File: src/hci_queues_defines.svh
/* Register map, queue sizing and threshold reset values for the HCI command and
   response queues. Include wherever offsets or widths are needed. */
`ifndef HCI_QUEUES_DEFINES_SVH
`define HCI_QUEUES_DEFINES_SVH

// Queue sizing
`define HCI_QUEUE_DEPTH 16
`define HCI_COUNT_W 5
`define HCI_THLD_W 8

`define HCI_ADDR_W 8

// Register offsets
`define HCI_COMMAND_PORT 8'h00
`define HCI_RESPONSE_PORT 8'h04
`define HCI_QUEUE_THLD_CTRL 8'h08
`define HCI_RESET_CONTROL 8'h0C
`define HCI_QUEUE_STATUS 8'h10

// QUEUE_THLD_CTRL fields
`define HCI_CMD_THLD_LSB 0 // Command empty-space threshold
`define HCI_RESP_THLD_LSB 8 // Response ready threshold

// RESET_CONTROL bits, self-clearing
`define HCI_CMD_RST_BIT 0
`define HCI_RESP_RST_BIT 1

// Threshold reset values
`define HCI_CMD_THLD_RST 1
`define HCI_RESP_THLD_RST 1

`endif

File: src/hci_queues_pkg.sv
/* Word, descriptor and count types shared by the queue RTL and its testbench.
   Import by wildcard in the module header. */
`include "hci_queues_defines.svh"

package hci_queues_pkg;

  // One APB register or port word
  typedef logic [31:0] csr_word_t;

  // Command descriptor, first written word in the low half
  typedef logic [63:0] cmd_desc_t;

  typedef logic [31:0] resp_desc_t;

  // Fill level, holds 0 up to the full depth
  typedef logic [`HCI_COUNT_W-1:0] queue_count_t;

  typedef logic [`HCI_THLD_W-1:0] queue_thld_t;

endpackage

File: src/hci_csr_regs.sv
/* APB register file for the HCI queues. Decodes port and control accesses, keeps
   the thresholds and self-clearing flush bits, and reports queue status. */
`timescale 1ns/100ps
`include "hci_queues_defines.svh"

module hci_csr_regs
  import hci_queues_pkg::*;
(
  input  logic                   clk_i,
  input  logic                   rst_ni,

  // APB, zero wait states
  input  logic                   psel_i,
  input  logic                   penable_i,
  input  logic                   pwrite_i,
  input  logic [`HCI_ADDR_W-1:0] paddr_i,
  input  csr_word_t              pwdata_i,
  output csr_word_t              prdata_o,
  output logic                   pslverr_o,

  // Command queue
  output logic                   cmd_word_wr_o,
  output csr_word_t              cmd_word_o,
  output logic                   cmd_flush_o,
  output queue_thld_t            cmd_thld_o,

  // Response queue
  output logic                   resp_pop_o,
  output logic                   resp_flush_o,
  output queue_thld_t            resp_thld_o,

  input  queue_count_t           cmd_count_i,
  input  queue_count_t           resp_count_i,
  input  resp_desc_t             resp_head_i
);

  localparam queue_count_t depth = queue_count_t'(`HCI_QUEUE_DEPTH);
  localparam queue_thld_t max_thld = queue_thld_t'(`HCI_QUEUE_DEPTH);

  logic        access, wr, rd;
  logic        sel_cmd, sel_resp, sel_thld, sel_rst, sel_status;
  logic        cmd_full, cmd_empty, resp_full, resp_empty;
  queue_thld_t cmd_thld_q, resp_thld_q;
  logic        cmd_rst_q, resp_rst_q;
  csr_word_t   status;

  function automatic queue_thld_t clamp_thld(input queue_thld_t value);
    return (value > max_thld) ? max_thld : value;
  endfunction

  assign access = psel_i && penable_i;
  assign wr     = access && pwrite_i;
  assign rd     = access && !pwrite_i;

  assign sel_cmd    = (paddr_i == `HCI_COMMAND_PORT);
  assign sel_resp   = (paddr_i == `HCI_RESPONSE_PORT);
  assign sel_thld   = (paddr_i == `HCI_QUEUE_THLD_CTRL);
  assign sel_rst    = (paddr_i == `HCI_RESET_CONTROL);
  assign sel_status = (paddr_i == `HCI_QUEUE_STATUS);

  assign cmd_full   = (cmd_count_i == depth);
  assign cmd_empty  = (cmd_count_i == '0);
  assign resp_full  = (resp_count_i == depth);
  assign resp_empty = (resp_count_i == '0);

  // Port side effects only on accesses without error
  assign cmd_word_wr_o = wr && sel_cmd && !cmd_full;
  assign cmd_word_o    = pwdata_i;
  assign resp_pop_o    = rd && sel_resp && !resp_empty;

  assign pslverr_o = access && ((wr && sel_cmd && cmd_full) ||
                                (rd && sel_resp && resp_empty) ||
                                !(sel_cmd || sel_resp || sel_thld || sel_rst || sel_status));

  assign cmd_thld_o   = cmd_thld_q;
  assign resp_thld_o  = resp_thld_q;
  assign cmd_flush_o  = cmd_rst_q;
  assign resp_flush_o = resp_rst_q;

  always_ff @(posedge clk_i or negedge rst_ni) begin
    if (!rst_ni) begin
      cmd_thld_q  <= queue_thld_t'(`HCI_CMD_THLD_RST);
      resp_thld_q <= queue_thld_t'(`HCI_RESP_THLD_RST);
    end else if (wr && sel_thld) begin
      cmd_thld_q  <= clamp_thld(pwdata_i[`HCI_CMD_THLD_LSB +: `HCI_THLD_W]);
      resp_thld_q <= clamp_thld(pwdata_i[`HCI_RESP_THLD_LSB +: `HCI_THLD_W]);
    end
  end

  // Flush bits live one cycle, then clear
  always_ff @(posedge clk_i or negedge rst_ni) begin
    if (!rst_ni) begin
      cmd_rst_q  <= 1'b0;
      resp_rst_q <= 1'b0;
    end else if (wr && sel_rst) begin
      cmd_rst_q  <= pwdata_i[`HCI_CMD_RST_BIT];
      resp_rst_q <= pwdata_i[`HCI_RESP_RST_BIT];
    end else begin
      cmd_rst_q  <= 1'b0;
      resp_rst_q <= 1'b0;
    end
  end

  always_comb begin
    status = '0;
    status[0 +: `HCI_COUNT_W] = cmd_count_i;
    status[8 +: `HCI_COUNT_W] = resp_count_i;
    status[16] = cmd_full;
    status[17] = cmd_empty;
    status[18] = resp_full;
    status[19] = resp_empty;
  end

  always_comb begin
    prdata_o = '0;
    if (rd) begin
      if (sel_resp && !resp_empty) begin
        prdata_o = resp_head_i;
      end else if (sel_thld) begin
        prdata_o[`HCI_CMD_THLD_LSB +: `HCI_THLD_W]  = cmd_thld_q;
        prdata_o[`HCI_RESP_THLD_LSB +: `HCI_THLD_W] = resp_thld_q;
      end else if (sel_rst) begin
        prdata_o[`HCI_CMD_RST_BIT]  = cmd_rst_q;
        prdata_o[`HCI_RESP_RST_BIT] = resp_rst_q;
      end else if (sel_status) begin
        prdata_o = status;
      end
    end
  end

  a_addr_aligned: assert property (
    @(posedge clk_i) disable iff (!rst_ni)
    psel_i |-> (paddr_i[1:0] == 2'b00)
  );

endmodule

File: src/hci_cmd_queue.sv
/* Command queue. Pairs two 32-bit COMMAND_PORT writes into one 64-bit descriptor
   and hands whole descriptors to the controller over valid/ready. */
`timescale 1ns/100ps
`include "hci_queues_defines.svh"

module hci_cmd_queue
  import hci_queues_pkg::*;
(
  input  logic         clk_i,
  input  logic         rst_ni,

  // From the register file
  input  logic         word_wr_i,
  input  csr_word_t    word_i,
  input  logic         flush_i,
  input  queue_thld_t  thld_i,

  // To the controller
  output logic         cmd_valid_o,
  input  logic         cmd_ready_i,
  output cmd_desc_t    cmd_data_o,

  output queue_count_t count_o,
  output logic         thld_trig_o
);

  localparam int ptr_w = $clog2(`HCI_QUEUE_DEPTH);
  localparam queue_count_t depth = queue_count_t'(`HCI_QUEUE_DEPTH);

  cmd_desc_t          mem_q [`HCI_QUEUE_DEPTH];
  logic [ptr_w-1:0]   wr_ptr_q;
  logic [ptr_w-1:0]   rd_ptr_q;
  queue_count_t       count_q;
  queue_count_t       free_cnt;

  csr_word_t          half_q; // First word of a pending command
  logic               phase_q; // High once the low half is held

  logic               full;
  logic               push;
  logic               pop;

  assign full = (count_q == depth);

  // Second word completes the descriptor
  assign push = word_wr_i && phase_q && !flush_i;
  assign pop  = cmd_valid_o && cmd_ready_i && !flush_i;

  assign cmd_valid_o = (count_q != '0);
  assign cmd_data_o  = mem_q[rd_ptr_q];
  assign count_o     = count_q;

  assign free_cnt    = depth - count_q;
  assign thld_trig_o = queue_thld_t'(free_cnt) >= thld_i;

  always_ff @(posedge clk_i or negedge rst_ni) begin
    if (!rst_ni) begin
      phase_q <= 1'b0;
    end else if (flush_i) begin
      phase_q <= 1'b0; // Next write starts a fresh command
    end else if (word_wr_i) begin
      phase_q <= !phase_q;
    end
  end

  always_ff @(posedge clk_i) begin
    if (word_wr_i && !phase_q) begin
      half_q <= word_i;
    end
  end

  always_ff @(posedge clk_i) begin
    if (push) begin
      mem_q[wr_ptr_q] <= {word_i, half_q};
    end
  end

  always_ff @(posedge clk_i or negedge rst_ni) begin
    if (!rst_ni) begin
      wr_ptr_q <= '0;
      rd_ptr_q <= '0;
      count_q  <= '0;
    end else if (flush_i) begin
      wr_ptr_q <= '0;
      rd_ptr_q <= '0;
      count_q  <= '0;
    end else begin
      if (push) begin
        wr_ptr_q <= wr_ptr_q + 1'b1;
      end
      if (pop) begin
        rd_ptr_q <= rd_ptr_q + 1'b1;
      end
      case ({push, pop})
        2'b10:   count_q <= count_q + 1'b1;
        2'b01:   count_q <= count_q - 1'b1;
        default: count_q <= count_q; // Both or neither
      endcase
    end
  end

  // Register file must drop port writes once the queue is full
  a_no_push_full: assert property (
    @(posedge clk_i) disable iff (!rst_ni)
    (word_wr_i && phase_q) |-> !full
  );

endmodule

File: src/hci_resp_queue.sv
/* Response queue. Accepts controller responses over valid/ready and returns them
   in order to RESPONSE_PORT reads. */
`timescale 1ns/100ps
`include "hci_queues_defines.svh"

module hci_resp_queue
  import hci_queues_pkg::*;
(
  input  logic         clk_i,
  input  logic         rst_ni,

  // From the controller
  input  logic         resp_valid_i,
  output logic         resp_ready_o,
  input  resp_desc_t   resp_data_i,

  // Register file side
  input  logic         pop_i,
  input  logic         flush_i,
  input  queue_thld_t  thld_i,
  output resp_desc_t   head_o,
  output queue_count_t count_o,
  output logic         thld_trig_o
);

  localparam int ptr_w = $clog2(`HCI_QUEUE_DEPTH);
  localparam queue_count_t depth = queue_count_t'(`HCI_QUEUE_DEPTH);

  resp_desc_t         mem_q [`HCI_QUEUE_DEPTH];
  logic [ptr_w-1:0]   wr_ptr_q;
  logic [ptr_w-1:0]   rd_ptr_q;
  queue_count_t       count_q;
  logic               push;
  logic               pop;

  // Hold off the controller during a flush so no response is lost silently
  assign resp_ready_o = (count_q != depth) && !flush_i;
  assign push         = resp_valid_i && resp_ready_o;
  assign pop          = pop_i && !flush_i;

  assign head_o      = mem_q[rd_ptr_q];
  assign count_o     = count_q;
  assign thld_trig_o = (count_q != '0) && (queue_thld_t'(count_q) >= thld_i);

  always_ff @(posedge clk_i) begin
    if (push) begin
      mem_q[wr_ptr_q] <= resp_data_i;
    end
  end

  always_ff @(posedge clk_i or negedge rst_ni) begin
    if (!rst_ni) begin
      wr_ptr_q <= '0;
      rd_ptr_q <= '0;
      count_q  <= '0;
    end else if (flush_i) begin
      wr_ptr_q <= '0;
      rd_ptr_q <= '0;
      count_q  <= '0;
    end else begin
      if (push) wr_ptr_q <= wr_ptr_q + 1'b1;
      if (pop) rd_ptr_q <= rd_ptr_q + 1'b1;
      case ({push, pop})
        2'b10:   count_q <= count_q + 1'b1;
        2'b01:   count_q <= count_q - 1'b1;
        default: count_q <= count_q;
      endcase
    end
  end

  // Register file only pops what is there
  a_no_pop_empty: assert property (
    @(posedge clk_i) disable iff (!rst_ni)
    pop_i |-> (count_q != '0)
  );

endmodule

File: src/hci_queues_top.sv
/* Top level of the HCI command and response queues. Connects the APB register
   file to both queues. */
`timescale 1ns/100ps
`include "hci_queues_defines.svh"

module hci_queues_top
  import hci_queues_pkg::*;
(
  input  logic                   clk_i,
  input  logic                   rst_ni,

  // APB
  input  logic                   psel_i,
  input  logic                   penable_i,
  input  logic                   pwrite_i,
  input  logic [`HCI_ADDR_W-1:0] paddr_i,
  input  csr_word_t              pwdata_i,
  output csr_word_t              prdata_o,
  output logic                   pslverr_o,

  // Commands to the controller
  output logic                   cmd_valid_o,
  input  logic                   cmd_ready_i,
  output cmd_desc_t              cmd_data_o,

  // Responses from the controller
  input  logic                   resp_valid_i,
  output logic                   resp_ready_o,
  input  resp_desc_t             resp_data_i,

  output logic                   cmd_thld_trig_o,
  output logic                   resp_thld_trig_o
);

  logic         cmd_word_wr, cmd_flush, resp_pop, resp_flush;
  csr_word_t    cmd_word;
  queue_thld_t  cmd_thld, resp_thld;
  queue_count_t cmd_count, resp_count;
  resp_desc_t   resp_head;

  hci_csr_regs u_csr (
    .clk_i, .rst_ni,
    .psel_i, .penable_i, .pwrite_i, .paddr_i, .pwdata_i, .prdata_o, .pslverr_o,
    .cmd_word_wr_o (cmd_word_wr),
    .cmd_word_o    (cmd_word),
    .cmd_flush_o   (cmd_flush),
    .cmd_thld_o    (cmd_thld),
    .resp_pop_o    (resp_pop),
    .resp_flush_o  (resp_flush),
    .resp_thld_o   (resp_thld),
    .cmd_count_i   (cmd_count),
    .resp_count_i  (resp_count),
    .resp_head_i   (resp_head)
  );

  hci_cmd_queue u_cmd_queue (
    .clk_i, .rst_ni,
    .word_wr_i   (cmd_word_wr),
    .word_i      (cmd_word),
    .flush_i     (cmd_flush),
    .thld_i      (cmd_thld),
    .cmd_valid_o, .cmd_ready_i, .cmd_data_o,
    .count_o     (cmd_count),
    .thld_trig_o (cmd_thld_trig_o)
  );

  hci_resp_queue u_resp_queue (
    .clk_i, .rst_ni,
    .resp_valid_i, .resp_ready_o, .resp_data_i,
    .pop_i       (resp_pop),
    .flush_i     (resp_flush),
    .thld_i      (resp_thld),
    .head_o      (resp_head),
    .count_o     (resp_count),
    .thld_trig_o (resp_thld_trig_o)
  );

endmodule

File: config.mk
export PLATFORM = sky130hd
export DESIGN_NAME = hci_queues_top
export DESIGN_NICKNAME = d
export VERILOG_FILES = /design/src/hci_queues_pkg.sv /design/src/hci_csr_regs.sv /design/src/hci_cmd_queue.sv /design/src/hci_resp_queue.sv /design/src/hci_queues_top.sv
export VERILOG_INCLUDE_DIRS = /design/src
export SDC_FILE = /design/constraint.sdc
export NUM_CORES = 2
export LEC_CHECK = 0
export BUFFER_PORTS_ARGS = -buffer_cell sky130_fd_sc_hd__buf_4
export CAP_MARGIN = 25
export CORE_MARGIN = 3
export CORE_UTILIZATION = 42
export CTS_BUF_LIST = sky130_fd_sc_hd__clkbuf_4 sky130_fd_sc_hd__clkbuf_8 sky130_fd_sc_hd__clkbuf_16
export CTS_CLUSTER_DIAMETER = 100
export DETAILED_ROUTE_END_ITERATION = 12
export PLACE_DENSITY = 0.64
export SLEW_MARGIN = 20
export SYNTH_ARGS = -nofsm -noshare
export SYNTH_HDL_FRONTEND = slang
export SYNTH_SLANG_ARGS = --single-unit
File: constraint.sdc
create_clock -name clk_i -period 6.41 [get_ports clk_i]
set_input_delay 0 -clock clk_i [delete_from_list [all_inputs] [get_ports clk_i]]
set_output_delay 0 -clock clk_i [all_outputs]
set_load 0.02 [all_outputs]
==> results.tsv <==
stage	metric	value	unit
timing	Final Cycle Share	0.705	
clock_tree	htree depth	4	
place	GPL Wtd Cong	0.754	
synthesis	Synth Flop Type	edfxtp_1	
timing	FMAX	221	MHz
die	core area	0.148	mm^2
layout	area of the multi-input gates	0.0138	mm^2
routing	antenna-violating nets left	0	
layout	Area Growth Syn to Fin	16.2	%
clock_tree	Post-CTS Resized	0	
timing	Setup-failing EPs final	0	
synthesis	post-synthesis sequential area ratio	0.769	
place	post-detail-place hpwl	81900	um
global_routing	gr ovfl total	0	
synthesis	post-synthesis register bit count	1613	
timing	total negative slack	0	ps
timing	Worst Skew	32.1	ps
global_routing	largest net degree at the start of global routing	94	
timing	min Tclk post-route	4520	ps
clock_tree	Worst-Skew Late Latency	790	ps
layout	Fillers	11859	
global_routing	vias in the first global route	32177	
critical_path	most frequent CP cell	ha_1	
timing	Slew Viols, Final	0	
critical_path	CP Cell Sequence	inv_1 > ha_1 > nor3b_1 > ha_1 > nor4_1 > nand4_1 > nor2_1 > nand2_1 > nor2_4 > buf_4	
synthesis	syn avg cell area	19.7	um^2
critical_path	Slowest-stage cell, CP	nor2_4	
synthesis	Synth top area share	0.751	
routing	DR pass1 iterations	5	
die	Die Y	392	um
timing	Final Hold Viols	0	
timing	Slew HR	0.306	
synthesis	Synth top cells by count	edfxtp_1, mux2i_1, mux4_2, o21ai_0, clkbuf_1	
critical_path	r2r setup slk	1890	ps
die	row count	141	
worst_hold_path	Worst Hold Class	input pin to flop	
layout	share of layout cells above drive strength 1	0.241	
global_routing	total track usage	0.194	
routing	DRC Markers	0	
critical_path	CP Max Fanout	28	
critical_path	Worst EP arrival	4910	ps
synthesis	top-count cell post-synth	edfxtp_1	
routing	Post-Route WL	149000	um
layout	Final nets	3609	
routing	average routed wire per standard cell	26.8	um
place	dpl cells	5176	
clock_tree	Clock Pin Slew Worst Setup and Hold Paths	60	ps
synthesis	Warnings, synthesis	0	
power	Worst VDD drop	396	uV
synthesis	Cell Area, Synth	0.0627	mm^2
critical_path	startpoint types	flop	
clock_tree	CTS tree	yes	
die	Initial Util	0.424	
outcome	status	completed	
critical_path	Worst setup EP type	flop	
synthesis	Synth cell types	52	
global_routing	initial antenna violation count	10	
clock_tree	CTS root buf	clkbuf_16	
critical_path	Worst EP required	6800	ps
layout	Finished Layout Cells	5559	
routing	First DRT Iteration DRCs	2864	
synthesis	EDFF count, synth	1568	
timing	Worst-Margin Slew	1040	ps
timing	RSZ-0062 raised after global routing	false	
synthesis	ys async rst share	0.0279	
place	PortBufs	179	
run	MaxCap Viol Count	0	
layout	register area	0.0482	mm^2
die	full die area	0.154	mm^2
global_routing	first-pass GRT wire length	219000	um
synthesis	Mapped Cells	3175	
clock_tree	Sink Count	1613	
clock_tree	worst-case clock buffer depth	3	
clock_tree	cts bufs inserted	163	
synthesis	Synthesized Nets	3282	
clock_tree	postcts setup bufs	0	
synthesis	Area contributors post-synth	edfxtp_1, mux4_2, mux2i_1	
routing	vias per cell	5.72	
routing	Vias	31791	
clock_tree	cts hold-fix bufs	89	
critical_path	crit path kind	flop to flop	
power	pwr dens	385	mW/mm^2
synthesis	Yosys top cell by area	edfxtp_1	
die	Ports	180	
die	die width	392	um
critical_path	Critical Path Max Stage Delay	760	ps
power	P_leak	23.7	nW
path summary, 6_finish.rpt:
path                                        startpoint                         to  depth (start not counted)
max in group asynchronous                       rst_ni    u_cmd_queue.rd_ptr_q[0]                          4
worst min-delay path                   resp_data_i[28]  u_resp_queue.mem_q[3][28]                          2
worst max-delay path            u_cmd_queue.count_o[0]   u_cmd_queue.mem_q[8][32]                         10
worst max register to register  u_cmd_queue.count_o[0]   u_cmd_queue.mem_q[8][32]                         10
worst min register to register     u_csr.cmd_thld_o[0]        u_csr.cmd_thld_o[0]                          2
min in group asynchronous                       rst_ni       u_csr.resp_thld_o[0]                          3
critical path: cells and delay by family (launching register included):
kind	cells	cell delay [ps]
flip-flops	1	470
buffers and inverters	2	710
adder cells (fa/ha/maj)	2	460
AND/OR/NAND/NOR	6	2480
kinds of logic after synthesis:
logic type,count (synthesis),synth area share
simple gates,286,0.0229
xor+xnor,17,0.00238
buf+inv,198,0.0129
mux,565,0.140
compound gates,468,0.0469
fa+ha+maj,28,0.00571
flops,1613,0.769
registers in the layout, indices dropped and copies added (netlist names):
register,cells
u_csr.resp_thld_o,8
u_csr.resp_flush_o,1
u_cmd_queue.phase_q,1
u_cmd_queue.count_o,5
u_cmd_queue.rd_ptr_q,4
u_cmd_queue.wr_ptr_q,4
u_cmd_queue.half_q,32
u_resp_queue.rd_ptr_q,4
u_resp_queue.mem_q,512
u_csr.cmd_thld_o,8
u_csr.cmd_flush_o,1
u_resp_queue.count_o,5
u_resp_queue.wr_ptr_q,4
u_cmd_queue.mem_q,1024
layer usage:
layer | vias up | wire, um | global-route usage
li1 | 13733 | - | -
met1 | 16728 | 62600 | 0.270
met2 | 1092 | 72500 | 0.313
met3 | 230 | 10200 | 0.0371
met5 | - | 53 | 0
met4 | 8 | 3560 | 0.0551
layout by cell type (no fill, tap or decap), types with 19 or more instances in the layout:
cell / count
mux2i_1: 245
a211oi_1: 19
o21ai_0: 169
mux4_2: 242
clkbuf_16: 165
clkbuf_4: 33
nand2_1: 99
mux2_2: 77
nor3_1: 21
a221oi_1: 73
nor2_1: 32
a21oi_1: 101
clkinv_1: 37
a22oi_1: 75
clkinv_2: 21
dlygate4sd3_1: 88
buf_4: 228
inv_1: 25
ha_1: 27
edfxtp_1: 1568
dfrtp_1: 35
cell type report:
type / count / area share
Antenna cell: 4 / 0.000137
Clock buffer: 200 / 0.0604
Tap cell: 1930 / 0.0331
Inverter: 25 / 0.00129
Clock inverter: 88 / 0.0118
Multi-Input combinational cell: 1364 / 0.190
Timing Repair Buffer: 335 / 0.0412
Sequential cell: 1613 / 0.662
power by group:
part | switching [mW] | internal (mW)
clock network | 3.94 | 5.31
registers | 0.383 | 11.9
logic | 3.91 | 2.65
metrics by stage:
stage          instance area (um^2)  power, mW  setup slack, ps  hold WS, ps  utilization
6_report                      72900       28.0             1890         54.8        0.492
4_1_cts                       72800       28.3             1860         1.04        0.492
2_1_floorplan                 62700       16.5             1170         -296            -
5_1_grt                       72900       29.2             1460         44.0        0.492
3_5_place_dp                  66600       19.0             1910         77.3        0.450
3_3_place_gp                  66600       19.0             1900         72.9        0.450
No activity file was read; power rests on OpenSTA's default activity.
